File: config.mk
export PLATFORM = sky130hd
export DESIGN_NAME = usb_tx_top
export DESIGN_NICKNAME = d
export VERILOG_FILES = /design/src/usb_pkg.sv /design/src/bit_stream_if.sv /design/src/usb_tx_top.sv /design/src/usb_line_driver.sv /design/src/usb_bit_stuffer.sv /design/src/usb_crc_append.sv /design/src/usb_pkt_serializer.sv
export SDC_FILE = /design/constraint.sdc
export NUM_CORES = 1
export LEC_CHECK = 0
export BUFFER_PORTS_ARGS = -buffer_cell sky130_fd_sc_hd__buf_2
export CAP_MARGIN = 30
export CORE_MARGIN = 4
export CORE_UTILIZATION = 44
export CTS_BUF_LIST = sky130_fd_sc_hd__clkbuf_4 sky130_fd_sc_hd__clkbuf_8
export DETAILED_ROUTE_END_ITERATION = 8
export SYNTH_ARGS = -nofsm -noshare
export SYNTH_HDL_FRONTEND = slang
export SYNTH_SLANG_ARGS = --single-unit
export TNS_END_PERCENT = 100
File: constraint.sdc
create_clock -name clk -period 4.3 [get_ports clk]
set_input_delay 0.645 -clock clk [delete_from_list [all_inputs] [get_ports clk]]
set_output_delay 0.645 -clock clk [all_outputs]
set_load 0.02 [all_outputs]
File: src/usb_pkg.sv
/*
 * USB transmit definitions
 * PID byte values, stream bit tags, field widths and CRC constants
 * shared by the transmit pipeline
 */
`default_nettype none

package usb_pkg;

  // PID bytes carry the check nibble in the upper half and go out LSB first
  typedef enum logic [7:0] {
    PID_OUT   = 8'b1110_0001,
    PID_IN    = 8'b0110_1001,
    PID_DATA0 = 8'b1100_0011,
    PID_ACK   = 8'b1101_0010,
    PID_NAK   = 8'b0101_1010
  } pid_e;

  // tag carried with every serial bit between stages
  typedef enum logic [2:0] {
    BIT_SYNC,
    BIT_PID,
    BIT_CRC5_BODY,
    BIT_CRC16_BODY,
    BIT_CRC
  } bit_kind_e;

  localparam int SYNC_BITS = 8;
  localparam int ADDR_W    = 7;
  localparam int ENDP_W    = 4;

  localparam int                 CRC5_W     = 5;
  localparam logic [CRC5_W-1:0]  CRC5_POLY  = 5'h05;
  localparam logic [CRC5_W-1:0]  CRC5_INIT  = '1;

  localparam int                 CRC16_W    = 16;
  localparam logic [CRC16_W-1:0] CRC16_POLY = 16'h8005;
  localparam logic [CRC16_W-1:0] CRC16_INIT = '1;

  // zero inserted after this many ones
  localparam int STUFF_RUN      = 6;
  localparam int EOP_SE0_CYCLES = 2;

endpackage

`default_nettype wire
File: src/bit_stream_if.sv
/*
 * Serial bit stream link
 * One tagged bit per valid/ready transfer, last marks the packet end
 */
`timescale 1ns/1ps
`default_nettype none

interface bit_stream_if;

  logic               valid;
  logic               ready;
  logic               data;
  logic               last;
  usb_pkg::bit_kind_e kind;

  modport source (output valid, data, kind, last, input ready);

  modport sink (input valid, data, kind, last, output ready);

endinterface

`default_nettype wire

File: src/usb_tx_top.sv
/*
 * USB transmit top level
 * Packet port in, D+/D- out, through serializer, CRC appender,
 * bit stuffer and line driver
 */
`timescale 1ns/1ps
`default_nettype none

module usb_tx_top #(
  parameter int DATA_W = 64
) (
  input  logic                       clk,
  input  logic                       rst_L,
  input  logic                       pkt_valid,
  output logic                       pkt_ready,
  input  usb_pkg::pid_e              pkt_pid,
  input  logic [usb_pkg::ADDR_W-1:0] pkt_addr,
  input  logic [usb_pkg::ENDP_W-1:0] pkt_endp,
  input  logic [DATA_W-1:0]          pkt_data,
  output logic                       dp,
  output logic                       dm,
  output logic                       oe
);

  // links between the stages
  bit_stream_if ser_s ();
  bit_stream_if crc_s ();
  bit_stream_if stf_s ();

  usb_pkt_serializer #(
    .DATA_W (DATA_W)
  ) u_ser (
    .clk       (clk),
    .rst_L     (rst_L),
    .pkt_valid (pkt_valid),
    .pkt_ready (pkt_ready),
    .pkt_pid   (pkt_pid),
    .pkt_addr  (pkt_addr),
    .pkt_endp  (pkt_endp),
    .pkt_data  (pkt_data),
    .out       (ser_s)
  );

  usb_crc_append u_crc (
    .clk   (clk),
    .rst_L (rst_L),
    .in    (ser_s),
    .out   (crc_s)
  );

  usb_bit_stuffer u_stf (
    .clk   (clk),
    .rst_L (rst_L),
    .in    (crc_s),
    .out   (stf_s)
  );

  usb_line_driver u_drv (
    .clk   (clk),
    .rst_L (rst_L),
    .in    (stf_s),
    .dp    (dp),
    .dm    (dm),
    .oe    (oe)
  );

endmodule

`default_nettype wire

File: src/usb_line_driver.sv
/*
 * USB line driver
 * NRZI-codes the stuffed stream onto D+/D- with an output enable and
 * closes every packet with SE0 cycles and one J cycle
 */
`timescale 1ns/1ps
`default_nettype none

module usb_line_driver (
  input  logic        clk,
  input  logic        rst_L,
  bit_stream_if.sink  in,
  output logic        dp,
  output logic        dm,
  output logic        oe
);

  localparam logic LEVEL_J = 1'b1;
  localparam int   SE0_W   = $clog2(usb_pkg::EOP_SE0_CYCLES + 1);
  localparam logic [SE0_W-1:0] SE0_LAST = SE0_W'(usb_pkg::EOP_SE0_CYCLES - 1);

  typedef enum logic [1:0] {IDLE, PACKET, SE0, EOPJ} state_e;

  state_e           state;
  logic             level_q;
  logic             base;
  logic             eop_pend;
  logic [SE0_W-1:0] se0_cnt;
  logic             in_xfer;

  assign in.ready = (state == IDLE) || (state == PACKET && !eop_pend);
  assign in_xfer  = in.valid && in.ready;

  // every packet starts coding from J
  assign base = (state == IDLE) ? LEVEL_J : level_q;

  always_comb begin
    oe = (state != IDLE);
    case (state)
      PACKET: begin
        dp = level_q;
        dm = ~level_q;
      end
      SE0: begin
        dp = 1'b0;
        dm = 1'b0;
      end
      default: begin
        dp = 1'b1;
        dm = 1'b0;
      end
    endcase
  end

  always_ff @(posedge clk or negedge rst_L) begin
    if (!rst_L) begin
      state    <= IDLE;
      level_q  <= LEVEL_J;
      eop_pend <= 1'b0;
      se0_cnt  <= '0;
    end else begin
      if (in_xfer) begin
        // hold on a one, toggle on a zero
        level_q  <= in.data ? base : ~base;
        eop_pend <= in.last;
      end
      case (state)
        IDLE: if (in_xfer)
          state <= PACKET;
        PACKET: if (eop_pend) begin
          state    <= SE0;
          eop_pend <= 1'b0;
          se0_cnt  <= '0;
        end
        SE0: begin
          if (se0_cnt == SE0_LAST)
            state <= EOPJ;
          else
            se0_cnt <= se0_cnt + 1'b1;
        end
        default: state <= IDLE;
      endcase
    end
  end

endmodule

`default_nettype wire

File: src/usb_bit_stuffer.sv
/*
 * USB bit stuffer
 * Inserts a zero after a run of ones outside SYNC, stalling the
 * upstream link for the cycle of the inserted bit
 */
`timescale 1ns/1ps
`default_nettype none

module usb_bit_stuffer (
  input  logic          clk,
  input  logic          rst_L,
  bit_stream_if.sink    in,
  bit_stream_if.source  out
);

  localparam int RUN_W = $clog2(usb_pkg::STUFF_RUN + 1);
  localparam logic [RUN_W-1:0] RUN_FULL = RUN_W'(usb_pkg::STUFF_RUN);
  localparam logic [RUN_W-1:0] RUN_NEAR = RUN_W'(usb_pkg::STUFF_RUN - 1);

  logic [RUN_W-1:0]   run;
  logic               stuffing;
  logic               fills;
  logic               last_q;
  usb_pkg::bit_kind_e kind_q;
  logic               in_xfer;

  assign stuffing = (run == RUN_FULL);
  assign in.ready = out.ready && !stuffing;
  assign in_xfer  = in.valid && in.ready;

  // this bit completes a run, so a zero follows it
  assign fills = in.data && (in.kind != usb_pkg::BIT_SYNC) && (run == RUN_NEAR);

  always_comb begin
    if (stuffing) begin
      out.valid = 1'b1;
      out.data  = 1'b0;
      out.kind  = kind_q;
      out.last  = last_q;
    end else begin
      out.valid = in.valid;
      out.data  = in.data;
      out.kind  = in.kind;
      out.last  = in.last && !fills;
    end
  end

  always_ff @(posedge clk or negedge rst_L) begin
    if (!rst_L) begin
      run    <= '0;
      last_q <= 1'b0;
    end else if (stuffing) begin
      if (out.ready)
        run <= '0;
    end else if (in_xfer) begin
      run    <= (in.kind == usb_pkg::BIT_SYNC || !in.data) ? '0 : run + 1'b1;
      last_q <= in.last;
    end
  end

  // inserted zero carries the tag of the bit before it
  always_ff @(posedge clk) begin
    if (in_xfer)
      kind_q <= in.kind;
  end

endmodule

`default_nettype wire

File: src/usb_crc_append.sv
/*
 * USB CRC appender
 * Passes stream bits through, runs CRC5 or CRC16 over the body bits and
 * appends the complemented CRC, MSB first, after the last body bit
 */
`timescale 1ns/1ps
`default_nettype none

module usb_crc_append (
  input  logic          clk,
  input  logic          rst_L,
  bit_stream_if.sink    in,
  bit_stream_if.source  out
);

  localparam int CW    = usb_pkg::CRC16_W;
  localparam int REM_W = $clog2(usb_pkg::CRC16_W);
  localparam logic [REM_W-1:0] CRC5_LAST  = REM_W'(usb_pkg::CRC5_W - 1);
  localparam logic [REM_W-1:0] CRC16_LAST = REM_W'(usb_pkg::CRC16_W - 1);
  // CRC5 runs in the low bits of the shared register
  localparam logic [CW-1:0] CRC_SEED =
    {usb_pkg::CRC16_INIT[CW-1:usb_pkg::CRC5_W], usb_pkg::CRC5_INIT};

  logic [CW-1:0]               crc_q;
  logic [CW-1:0]               crc16_nxt;
  logic [usb_pkg::CRC5_W-1:0]  crc5_nxt;
  logic                        emit;
  logic                        is16;
  logic [REM_W-1:0]            rem;
  logic                        body;
  logic                        in_xfer;

  assign body    = (in.kind == usb_pkg::BIT_CRC5_BODY) ||
                   (in.kind == usb_pkg::BIT_CRC16_BODY);
  assign in.ready = out.ready && !emit;
  assign in_xfer  = in.valid && in.ready;

  // shift left, fold in the polynomial when MSB xor input is set
  assign crc5_nxt  = {crc_q[usb_pkg::CRC5_W-2:0], 1'b0} ^
                     ((crc_q[usb_pkg::CRC5_W-1] ^ in.data) ? usb_pkg::CRC5_POLY : '0);
  assign crc16_nxt = {crc_q[CW-2:0], 1'b0} ^
                     ((crc_q[CW-1] ^ in.data) ? usb_pkg::CRC16_POLY : '0);

  always_comb begin
    if (emit) begin
      out.valid = 1'b1;
      out.data  = is16 ? ~crc_q[CW-1] : ~crc_q[usb_pkg::CRC5_W-1];
      out.kind  = usb_pkg::BIT_CRC;
      out.last  = (rem == '0);
    end else begin
      out.valid = in.valid;
      out.data  = in.data;
      out.kind  = in.kind;
      // the CRC now closes the packet
      out.last  = in.last && !body;
    end
  end

  always_ff @(posedge clk or negedge rst_L) begin
    if (!rst_L) begin
      emit <= 1'b0;
      is16 <= 1'b0;
      rem  <= '0;
    end else if (emit) begin
      if (out.ready) begin
        rem <= rem - 1'b1;
        if (rem == '0)
          emit <= 1'b0;
      end
    end else if (in_xfer && body) begin
      is16 <= (in.kind == usb_pkg::BIT_CRC16_BODY);
      if (in.last) begin
        emit <= 1'b1;
        rem  <= (in.kind == usb_pkg::BIT_CRC16_BODY) ? CRC16_LAST : CRC5_LAST;
      end
    end
  end

  always_ff @(posedge clk) begin
    if (emit) begin
      if (out.ready)
        crc_q <= crc_q << 1;
    end else if (in_xfer) begin
      case (in.kind)
        usb_pkg::BIT_PID:        crc_q <= CRC_SEED;
        usb_pkg::BIT_CRC5_BODY:  crc_q <= {{(CW - usb_pkg::CRC5_W){1'b0}}, crc5_nxt};
        usb_pkg::BIT_CRC16_BODY: crc_q <= crc16_nxt;
        default:                 crc_q <= crc_q;
      endcase
    end
  end

endmodule

`default_nettype wire

File: src/usb_pkt_serializer.sv
/*
 * USB packet serializer
 * Loads one packet and emits SYNC, PID and the body that the PID selects,
 * one tagged bit per transfer, with registered outputs
 */
`timescale 1ns/1ps
`default_nettype none

module usb_pkt_serializer #(
  parameter int DATA_W = 64
) (
  input  logic                       clk,
  input  logic                       rst_L,
  input  logic                       pkt_valid,
  output logic                       pkt_ready,
  input  usb_pkg::pid_e              pkt_pid,
  input  logic [usb_pkg::ADDR_W-1:0] pkt_addr,
  input  logic [usb_pkg::ENDP_W-1:0] pkt_endp,
  input  logic [DATA_W-1:0]          pkt_data,
  bit_stream_if.source               out
);

  localparam int CNT_W = $clog2(DATA_W);
  localparam logic [CNT_W-1:0] SYNC_LAST = CNT_W'(usb_pkg::SYNC_BITS - 1);
  localparam logic [CNT_W-1:0] PID_LAST  = CNT_W'($bits(usb_pkg::pid_e) - 1);
  localparam logic [CNT_W-1:0] ADDR_LAST = CNT_W'(usb_pkg::ADDR_W - 1);
  localparam logic [CNT_W-1:0] ENDP_LAST = CNT_W'(usb_pkg::ENDP_W - 1);
  localparam logic [CNT_W-1:0] DATA_LAST = CNT_W'(DATA_W - 1);

  typedef enum logic [2:0] {IDLE, SYNC, PID, ADDR, ENDP, DATA} state_e;

  // state and cnt name the bit currently held on the output
  state_e                     state;
  state_e                     nxt_state;
  logic [CNT_W-1:0]           cnt;
  logic [CNT_W-1:0]           nxt_cnt;
  usb_pkg::pid_e              pid_q;
  logic [usb_pkg::ADDR_W-1:0] addr_q;
  logic [usb_pkg::ENDP_W-1:0] endp_q;
  logic [DATA_W-1:0]          data_q;
  logic                       nxt_bit;
  logic                       nxt_last;
  usb_pkg::bit_kind_e         nxt_kind;
  logic                       load;
  logic                       advance;

  assign pkt_ready = (state == IDLE);
  assign load      = pkt_valid && pkt_ready;
  assign advance   = out.valid && out.ready;

  // position of the bit that follows the current one
  always_comb begin
    nxt_state = state;
    nxt_cnt   = cnt + 1'b1;
    if (load) begin
      nxt_state = SYNC;
      nxt_cnt   = '0;
    end else begin
      case (state)
        SYNC: if (cnt == SYNC_LAST) begin
          nxt_state = PID;
          nxt_cnt   = '0;
        end
        PID: if (cnt == PID_LAST) begin
          nxt_cnt = '0;
          case (pid_q)
            usb_pkg::PID_OUT, usb_pkg::PID_IN: nxt_state = ADDR;
            usb_pkg::PID_DATA0:                nxt_state = DATA;
            default:                           nxt_state = IDLE;
          endcase
        end
        ADDR: if (cnt == ADDR_LAST) begin
          nxt_state = ENDP;
          nxt_cnt   = '0;
        end
        ENDP: if (cnt == ENDP_LAST) begin
          nxt_state = IDLE;
          nxt_cnt   = '0;
        end
        DATA: if (cnt == DATA_LAST) begin
          nxt_state = IDLE;
          nxt_cnt   = '0;
        end
        default: begin
          nxt_state = IDLE;
          nxt_cnt   = '0;
        end
      endcase
    end
  end

  // value and tag of that bit
  always_comb begin
    nxt_bit  = 1'b0;
    nxt_kind = usb_pkg::BIT_SYNC;
    nxt_last = 1'b0;
    case (nxt_state)
      SYNC: nxt_bit = (nxt_cnt == SYNC_LAST);
      PID: begin
        nxt_kind = usb_pkg::BIT_PID;
        nxt_bit  = pid_q[nxt_cnt[2:0]];
        // handshake packets end on the PID
        nxt_last = (nxt_cnt == PID_LAST) &&
                   !(pid_q inside {usb_pkg::PID_OUT, usb_pkg::PID_IN, usb_pkg::PID_DATA0});
      end
      ADDR: begin
        nxt_kind = usb_pkg::BIT_CRC5_BODY;
        nxt_bit  = addr_q[nxt_cnt[$clog2(usb_pkg::ADDR_W)-1:0]];
      end
      ENDP: begin
        nxt_kind = usb_pkg::BIT_CRC5_BODY;
        nxt_bit  = endp_q[nxt_cnt[$clog2(usb_pkg::ENDP_W)-1:0]];
        nxt_last = (nxt_cnt == ENDP_LAST);
      end
      DATA: begin
        nxt_kind = usb_pkg::BIT_CRC16_BODY;
        nxt_bit  = data_q[nxt_cnt];
        nxt_last = (nxt_cnt == DATA_LAST);
      end
      default: nxt_bit = 1'b0;
    endcase
  end

  always_ff @(posedge clk or negedge rst_L) begin
    if (!rst_L) begin
      state     <= IDLE;
      cnt       <= '0;
      out.valid <= 1'b0;
      out.data  <= 1'b0;
      out.kind  <= usb_pkg::BIT_SYNC;
      out.last  <= 1'b0;
    end else if (load || advance) begin
      state     <= nxt_state;
      cnt       <= nxt_cnt;
      out.valid <= (nxt_state != IDLE);
      out.data  <= nxt_bit;
      out.kind  <= nxt_kind;
      out.last  <= nxt_last;
    end
  end

  always_ff @(posedge clk) begin
    if (load) begin
      pid_q  <= pkt_pid;
      addr_q <= pkt_addr;
      endp_q <= pkt_endp;
      data_q <= pkt_data;
    end
  end

endmodule

`default_nettype wire

Word level (Yosys, flattened, before mapping). Index checks and enable logic that the tools add are counted.

Input bits: 86. Register bits after elaboration: 130. Output and inout bits: 4. Logic and storage cells: 186.

Add/subtract/negate cells: 4. Eq/ne operators: 34. Reduce and logical (&&, ||, !) cells: 48. Bitwise gates (word level): 10. Muxes and demuxes: 67. Order comparisons: 3.

Operators by type and width (count): $mux W16 (4); $pmux W16 S3 (1); $mux W3 (12); $mux W6 (5); $pmux W6 S4 (1); $mux W1 (22); $mux W4 (5); $eq A3 B2 Y1 const B (6); $eq A3 B3 Y1 const B (6); $eq A6 B3 Y1 const B (3); $eq A8 B8 Y1 const B (2); $xor A16 B16 Y16 (1); $pmux W3 S5 (1); $logic_and A1 B1 Y1 (13); $eq A6 B2 Y1 const B (2); $eq A6 B6 Y1 const B (2); $pmux W2 S3 (2); $reduce_and A3 Y1 (4); $reduce_bool A2 Y1 (6); $mux W2 (5); $ne A2 B1 Y1 const B (5); $eq A3 B1 Y1 const B (3); $reduce_bool A3 Y1 (3); $eq A8 B7 Y1 const B (1); 29 further kinds (51).

Logic depth before layout (Yosys ltp). Gate-level depths: netlist of the first run.

Depth after elaboration: 11. Depth in mapped cells: 12. Depth with buffers taken out: 10.

Cells and area by module. From an unflattened synthesis of the first run, not the netlist that was laid out.

Cell total of the unflattened synthesis: 551. Area, all modules: 6475.0 um^2.

Modules (own cells, without submodules): usb_pkt_serializer (area an instance 4525.6 um^2, seq. area each 2842.7 um^2, instances 1, cells each 369); usb_crc_append (area an instance 1132.3 um^2, seq. area each 630.6 um^2, instances 1, cells each 100); usb_line_driver (area an instance 410.4 um^2, seq. area each 151.4 um^2, instances 1, cells each 43); usb_bit_stuffer (area an instance 406.6 um^2, seq. area each 190.2 um^2, instances 1, cells each 39).

Worst setup path after synthesis of the first run. Ideal clock, no wire load.

Kind: reg-to-reg. Start point: register u_ser.state[2]. End point: register u_ser.addr_q[0] (netlist name), enable pin. Setup slack: 1.272 ns. Cell stages (with the launch flop): 5. Clock period less this slack: 3.028 ns. Setup time: 0.437 ns. Data arrival time: 2.591 ns. Buffers on the path: 0. Required time: 3.863 ns. Cell sequence: dfrtp_1 -> or3_4 -> clkinv_4 -> nand2_1 -> inv_1.

Cells in the longest elaborated chain, start to end: 2.

RTL lines: start: declaration (line usb_pkt_serializer.sv:33) `state_e state;`; start signal: assignment (line usb_pkt_serializer.sv:133) `state <= nxt_state;`; $logic_not A3 Y1 (line usb_pkt_serializer.sv:47) `assign pkt_ready = (state == IDLE);`; named net pkt_ready (line usb_tx_top.sv:15) `output logic pkt_ready,`; $logic_and A1 B1 Y1 (line usb_pkt_serializer.sv:48) `assign load = pkt_valid && pkt_ready;`; named net u_ser.load (line usb_pkt_serializer.sv:44) `logic load;`; end signal: assignment (line usb_pkt_serializer.sv:145) `addr_q <= pkt_addr;`; end: declaration (line usb_pkt_serializer.sv:38) `logic [usb_pkg::ADDR_W-1:0] addr_q;`.

The timed path passes the listed nets, and every way through them passes these cells. A chain may end at the register's enable or synchronous reset.

Worst setup path after layout of the first run.
Start point: register u_ser.cnt[0]. End point: register u_ser.out.data.

Cells in the longest elaborated chain, start to end: 7. Elaborated cells on any way between the ends: 33. Classes of those cells: add/sub: 1; eq/ne: 10; mux: 22.

RTL lines: start: declaration (line usb_pkt_serializer.sv:35) `logic [CNT_W-1:0] cnt;`; start signal: assignment (line usb_pkt_serializer.sv:134) `cnt <= nxt_cnt;`; $add A6 B1 Y6, or another cell as far along (line usb_pkt_serializer.sv:54) `nxt_cnt = cnt + 1'b1;`; $mux W6 (on tied branches); $pmux W6 S4 (line usb_pkt_serializer.sv:59) `case (state)`; $mux W6 (line usb_pkt_serializer.sv:55) `if (load) begin`; $bmux W1 S6, or another cell as far along (line usb_pkt_serializer.sv:117) `nxt_bit = data_q[nxt_cnt];`; $mux W1 (on tied branches); $pmux W1 S5 (*) (line usb_pkt_serializer.sv:97) `case (nxt_state)`; end signal: assignment (line usb_pkt_serializer.sv:136) `out.data <= nxt_bit;`; end: declaration (line bit_stream_if.sv:16) `modport source (output valid, data, kind, last, input ready);`.

Every way passes the cells marked *; elsewhere a longest branch is shown, timed or not. The select of a mux whose other input is x is not followed.

==> results of run 1 <==
## final timing paths
| path | end | slack [ns] | depth (start not counted) |
|---|---|---|---|
| max reg2reg | u_ser.out.data | 0.87 | 9 |
| min reg2reg | u_crc.crc_q[1] | 0.51 | 1 |
| max in group asynchronous | u_ser.cnt[5] | 3.60 | 1 |
| max | u_ser.out.data | 0.87 | 9 |
| min in group clk | u_ser.data_q[59] | 0.36 | 1 |
| min | u_drv.se0_cnt[1] | 0.24 | 1 |
## state kept, by name (all words and copies together) (netlist names), 2 cells and up
| signal | flops |
|---|---|
| u_ser.data_q | 64 |
| u_stf.run | 3 |
| u_drv.se0_cnt | 2 |
| u_ser.cnt | 6 |
| u_crc.rem | 4 |
| u_ser.endp_q | 4 |
| u_ser.out.kind | 2 |
| u_ser.state | 3 |
| u_ser.addr_q | 7 |
| u_ser.pid_q | 8 |
| u_drv.state | 2 |
| u_crc.crc_q | 16 |
## critical path, stage by stage (launching register included)
cell and delay, ns:
sky130_fd_sc_hd__dfrtp_1 0.46, sky130_fd_sc_hd__ha_1 0.34, sky130_fd_sc_hd__nor3b_1 0.38, sky130_fd_sc_hd__a221oi_4 0.13, sky130_fd_sc_hd__a21oi_2 0.58, sky130_fd_sc_hd__nor2_1 0.21, sky130_fd_sc_hd__a2111oi_0 0.40, sky130_fd_sc_hd__a2111oi_0 0.15
sky130_fd_sc_hd__o41ai_1 0.47, sky130_fd_sc_hd__o311ai_1 0.16
## cells in the mapped netlist, types with 4 or more instances
cell type / count
sky130_fd_sc_hd__a21o_1: 17
sky130_fd_sc_hd__clkbuf_1: 15
sky130_fd_sc_hd__o221ai_1: 6
sky130_fd_sc_hd__nand3_1: 10
sky130_fd_sc_hd__dfrtp_1: 29
sky130_fd_sc_hd__a2111oi_0: 4
sky130_fd_sc_hd__edfxtp_1: 99
sky130_fd_sc_hd__a21oi_1: 31
sky130_fd_sc_hd__inv_1: 27
sky130_fd_sc_hd__o31ai_1: 5
sky130_fd_sc_hd__o21ai_0: 41
sky130_fd_sc_hd__buf_2: 4
sky130_fd_sc_hd__mux2i_1: 6
sky130_fd_sc_hd__ha_1: 11
sky130_fd_sc_hd__nor2b_1: 5
sky130_fd_sc_hd__nand2_1: 42
sky130_fd_sc_hd__a31oi_1: 6
sky130_fd_sc_hd__nand2b_1: 6
sky130_fd_sc_hd__or2_2: 6
sky130_fd_sc_hd__xnor2_1: 5
sky130_fd_sc_hd__o22ai_1: 7
sky130_fd_sc_hd__and3_1: 11
sky130_fd_sc_hd__a211oi_1: 6
sky130_fd_sc_hd__nor3_1: 16
sky130_fd_sc_hd__nor2_1: 37
sky130_fd_sc_hd__o211ai_1: 5
## layer usage
layer	track usage	vias to the layer above
met5	0	-
met4	0.109	0
met3	0.0527	43
met2	0.308	185
met1	0.246	2222
li1	-	2237
## cell families after synthesis
| logic type | count (synthesis) |
|---|---|
| AOI/OAI and AO/OA | 169 |
| buffers and inverters | 54 |
| and+or+nand+nor | 161 |
| muxes | 9 |
| xor gates and xnor gates | 7 |
| adders and majority gates | 11 |
| DFF | 129 |
## power by group through the flow
stage	Clock (mW)	Sequential [mW]	Combinational, mW
5_1_grt	1.08	2.07	2.42
2_1_floorplan	0	1.92	1.67
3_5_place_dp	0	2.05	2.16
6_report	0.983	2.03	2.18
4_1_cts	1.02	2.03	2.17
3_3_place_gp	0	2.04	2.13
## stage by stage
stage	hold slack (ns)	util	instances	power (mW)	worst slack [ns]
final	0.238	0.522	821	5.19	0.871
after global routing	0.268	0.522	821	5.57	0.631
after CTS	0.234	0.522	821	5.21	0.948
after detailed placement	0.488	0.494	789	4.22	0.962
after global placement	0.485	0.494	789	4.17	1.08
after floorplan	0.349	-	540	3.58	1.27
## final cells by class
cell class,instances,area share
Sequential cell,129,0.515
Multi-Input combinational cell,357,0.317
Timing Repair Buffer,95,0.0695
Clock buffer,19,0.0344
Tap cell,180,0.0311
Clock inverter,13,0.0178
Inverter,28,0.0152
==> results.yml, run 1 <==
timing:
  finalClockSkew_ns: 0.00969
  final_setup_vio_count: 0
  rsz0062_at_grt: "no"
  timing.setup.tns_ns: 0
  timing.fmax_ghz: 0.292
  timing.final.hold_violations: 0
  max_slew.worst_pin.slew_ns: 0.841
  slew_headroom: 0.438
  timing_max_transition_violations_final: 0
  post_route_minimum_period_ns: 3.43
  period_share: 0.797
synth:
  synthMuxAreaShare: 0.0168
  synth_largest_area_cell: "sky130_fd_sc_hd__edfxtp_1"
  synth_seq_area_share: 0.595
  synth_warnings: 0
  net_count_of_the_mapped_netlist: 637
  dominantRegCellSynth: "sky130_fd_sc_hd__edfxtp_1"
  synth-edff-count: 99
  synth_top_area_frac: 0.475
  yosys.area_share.adder: 0.0220
  avgSynthCellArea_um2: 11.6
  synth_cell_types: 80
  yosys.area_share.simple: 0.133
  share_of_async_settable_or_async_resettable_flops_after_synthesis: 0.233
  synth.cell_area_um2: 6260
  combinational_family_with_the_most_area_after_synthesis: "compound AO/OA/AOI/OAI gates"
  ys_ff_latch: 129
  post_synth_main_area_contributors: "sky130_fd_sc_hd__edfxtp_1 47%, sky130_fd_sc_hd__dfrtp_1 12%, sky130_fd_sc_hd__o21ai_0 3.3%"
  post_synth_xor_area_fraction: 0.00979
  synth_compound_area_frac: 0.185
  cells_after_synthesis: 540
place:
  io_buffers: 89
  place.detailed.hpwl_um: 11200
  placement.cell_area_um2: 6860
  final_gp_congestion: 0.932
critical_path:
  crit_required_ns: 4.61
  data_arrival_time_at_the_worst_slack_endpoint_ns: 3.74
  crit_path_start: "u_ser.cnt[0]"
  timing.critical_path.fanout_max: 17
  critPathLaunchType: "flop"
  r2r_start: "u_ser.cnt[0]"
  crit_type: "reg2reg"
  worst_setup_path_end_kind: "flop"
clocking:
  number_of_gates_resized_after_cts: 0
  root_buffer: "sky130_fd_sc_hd__clkbuf_8"
  tritoncts.num_buffers: 17
  clk_transition_reported_paths_ns: 0.08
  cts_tree: "built"
  htreeDepth: 4
  numClockSinks: 129
  cts.repair_timing.setup_buffer_count: 0
  clk-insertion-delay-late_ns: 0.45
  clk_path_buf_depth: 2
  post_cts_hold_buffer_count: 0
floorplanning:
  floorplan.io_pins: 90
  total_core_area_um2: 13900
  starting_utilization_of_the_core_area: 0.451
  die-width_um: 127
  die-area_um2: 16200
  dieHeight_um: 127
  row_count: 43
pwr:
  switching_share: 0.419
  power.clock.fraction: 0.189
  power_density_nw_per_um2: 717
  internal_dissipation_mw: 3.02
  share_comb_of_total_power: 0.419
  worst_ir_drop_vdd_v: 0.000298
  sequentialPowerShare: 0.392
  total_switching_power_mw: 2.17
  p_leak_nw: 2.85
cells_and_area:
  antennaDiodeCount: 0
  multiInputGateArea_um2: 2300
  postLayoutCellArea_um2: 7240
  nNetsFinal: 725
  area.sequential_um2: 3720
  post_route_cells_drive_above_1_share: 0.229
  mostFrequentLayoutCell: "sky130_fd_sc_hd__edfxtp_1"
  layout.cells.most_common_list: "99 x sky130_fd_sc_hd__edfxtp_1, 89 x sky130_fd_sc_hd__buf_2, 42 x sky130_fd_sc_hd__nand2_1"
  syn2layout_area_growth_pct: 15.7
  fillerInstances: 1279
route:
  wl_per_cell_um: 18.7
  vias: 4687
  top_signal_layer_used: "met4"
  post_detailed_route_via_to_cell_ratio: 5.71
  wl_met3_um: 902
  drtAntennaViolNets: 0
  metal_1_wl_um: 6450
  drt-total-wl_um: 15300
  drt-initial-drc-count: 338
  firstDrtPassIters: 5
  detail_route.drc_violations: 0
  met2_length_um: 7360
global_routing:
  grt_first_pass_wirelength_um: 24600
  maximum_number_of_pins_on_one_net_before_global_route_repair: 52
  antenna_violations_before_repair: 0
  grt_use_total: 0.196
  overflow: 0
  via_count_of_the_first_global_routing_pass: 4756
run:
  max-cap-violations: 0
run_status:
  run_status: "complete, no violations"
worst_hold_path:
  timing.hold.worst.class: "in2async"
Note: power is estimated with default switching activity, not from simulation.
==> run 2, diff against run 1 <==
clock period = 3.3 ns   (was 4.3 ns; I/O delays follow)
==> run 2 against run 1 <==
- first-iteration DRC count up 26%
- hold slack worse by 0.13 ns
- sequential cell count unchanged
- critical path type unchanged
- largest power group unchanged
- highest routed layer unchanged
==> results.yml, run 2 (synthesis gave the netlist of run 1 again) <==
run_status:
  run_status: "complete, no violations"
global_routing:
  grt_first_pass_wirelength_um: 25200
  overflow: 0
  met1_usage: 0.254
  via_count_of_the_first_global_routing_pass: 4861
  antenna_violations_before_repair: 0
  maximum_number_of_pins_on_one_net_before_global_route_repair: 36
  globalRouteMet3Util: 0.0514
  grt_use_total: 0.201
  gr-usage-met2: 0.326
  grt.busiest_layer: "met2"
timing:
  final_setup_vio_count: 0
  finalClockSkew_ns: 0.0112
  period_share: 0.940
  max_slew.worst_pin.slew_ns: 0.919
  timing_max_transition_violations_final: 0
  slew_headroom: 0.383
  timing.fmax_ghz: 0.322
  post_route_minimum_period_ns: 3.10
  rsz0062_at_grt: "no"
  timing.setup.tns_ns: 0
  timing.final.hold_violations: 0
floorplanning:
  floorplan.io_pins: 90
  row_count: 43
  dieHeight_um: 127
  die-width_um: 127
  die-area_um2: 16200
  starting_utilization_of_the_core_area: 0.451
  total_core_area_um2: 13900
critical_path:
  data_arrival_time_at_the_worst_slack_endpoint_ns: 3.45
  crit_required_ns: 3.65
  r2r_start: "u_ser.cnt[0]"
  timing.critical_path.fanout_max: 14
  crit_type: "reg2reg"
  worst_setup_path_end_kind: "flop"
  cp_cell_sequence: "buf_4, inv_1, ha_1, and3_1, o21ai_1, a21oi_4, or4_1, or3_1, o221ai_1, a211oi_1, o311ai_1"
  crit_path_start: "u_ser.cnt[0]"
  cp_slowest_cell: "sky130_fd_sc_hd__or4_1"
  worst_stage_delay_on_the_critical_path_ns: 0.56
  critPathLaunchType: "flop"
cells_and_area:
  largest-register: "u_ser.data_q"
  fillerInstances: 1247
  layout_top_registers: "u_ser.data_q x64, u_crc.crc_q x16, u_ser.pid_q x8"
  mostFrequentLayoutCell: "sky130_fd_sc_hd__edfxtp_1"
  core_util_final: 0.541
  syn2layout_area_growth_pct: 19.9
  final-instance-count-excl-fill: 843
  largest_register_ff_count: 64
  layout.cells.most_common_list: "99 x sky130_fd_sc_hd__edfxtp_1, 89 x sky130_fd_sc_hd__buf_2, 42 x sky130_fd_sc_hd__nand2_1"
  nNetsFinal: 747
  post_route_cells_drive_above_1_share: 0.256
  antennaDiodeCount: 0
pwr:
  power_density_nw_per_um2: 966
  p_leak_nw: 3.00
  worst_ir_drop_vdd_v: 0.000496
route:
  drt-initial-drc-count: 427
  vias: 4819
  detail_route.drc_violations: 0
  firstDrtPassIters: 7
  post_detailed_route_via_to_cell_ratio: 5.72
  drt-total-wl_um: 15900
  wl_per_cell_um: 18.9
  drtAntennaViolNets: 0
clocking:
  cts.repair_timing.setup_buffer_count: 0
  root_buffer: "sky130_fd_sc_hd__clkbuf_8"
  tritoncts.num_buffers: 17
  clk_transition_reported_paths_ns: 0.08
  numClockSinks: 129
  htreeDepth: 4
  post_cts_hold_buffer_count: 0
  clk-insertion-delay-late_ns: 0.45
  clk_path_buf_depth: 2
  cts_tree: "built"
place:
  dp_cells: 811
  io_buffers: 89
  place.detailed.hpwl_um: 11700
  final_gp_congestion: 0.963
worst_hold_path:
  timing.hold.worst.class: "in2async"
run:
  max-cap-violations: 0
run 2: cell types whose count changed in the layout (fill, tap and decap cells not counted), sizes merged:
cell      change
clkbuf        -2
bufinv        +3
buf          +22
inv           +1
clkinv        -1
clkinvlp      -1
run 2: critical path, delay by kind of cell (launching register included):
kind / cells / cell delay, ns
AOI/OAI and AO/OA: 5 / 1.14
and+or+nand+nor: 3 / 1.10
DFF: 1 / 0.37
adders and majority gates: 1 / 0.22
buffers and inverters: 2 / 0.18
run 2: routing by layer:
layer	routed length, µm	up-vias	part of all wire
li1	-	2291	-
met1	6840	2317	0.43
met2	7700	179	0.48
met3	856	32	0.054
met4	501	0	0.032
met5	0	-	0
run 2: final cells by class:
type	count	area, µm²	area share
Clock buffer	17	234	0.0312
Clock inverter	15	219	0.0292
Inverter	28	110	0.0147
Multi-Input combinational cell	357	2310	0.308
Sequential cell	129	3720	0.496
Tap cell	180	225	0.0300
Timing Repair Buffer	117	681	0.0907
run 2: metrics by stage:
stage	instance area [µm²]	power (mW)	worst slack (ns)	hold slack, ns
floorplan	6260	4.67	0.272	0.199
global placement	7040	5.65	0.255	0.483
detailed placement	7040	5.73	0.177	0.491
CTS	7490	7.27	0.150	0.102
global route	7500	7.74	0.0550	0.127
finish	7500	7.25	0.197	0.111
run 2: what timing repair did:
action | 4_1_cts | 5_1_grt
endpoints found under the setup margin | 0 | 1
endpoints found under the hold margin | 0 | 0
gates resized for setup | 0 | 2
run 2: power breakdown:
part	leakage (nW)	total, mW	switching (mW)	internal (mW)
Sequential	1.29	2.61	0.310	2.30
Combinational	1.48	3.11	1.93	1.18
Clock	0.228	1.53	0.681	0.845
run 2: final timing paths:
path                              endpoint  slack [ns]  cells past startpoint
max                         u_ser.out.data        0.20                     11
min                         u_ser.out.data        0.11                      1
max reg2reg                 u_ser.out.data        0.20                     11
min reg2reg                 u_crc.crc_q[1]        0.50                      1
max in group asynchronous     u_crc.rem[3]        2.72                      1
min in group clk           u_ser.data_q[2]        0.22                      1
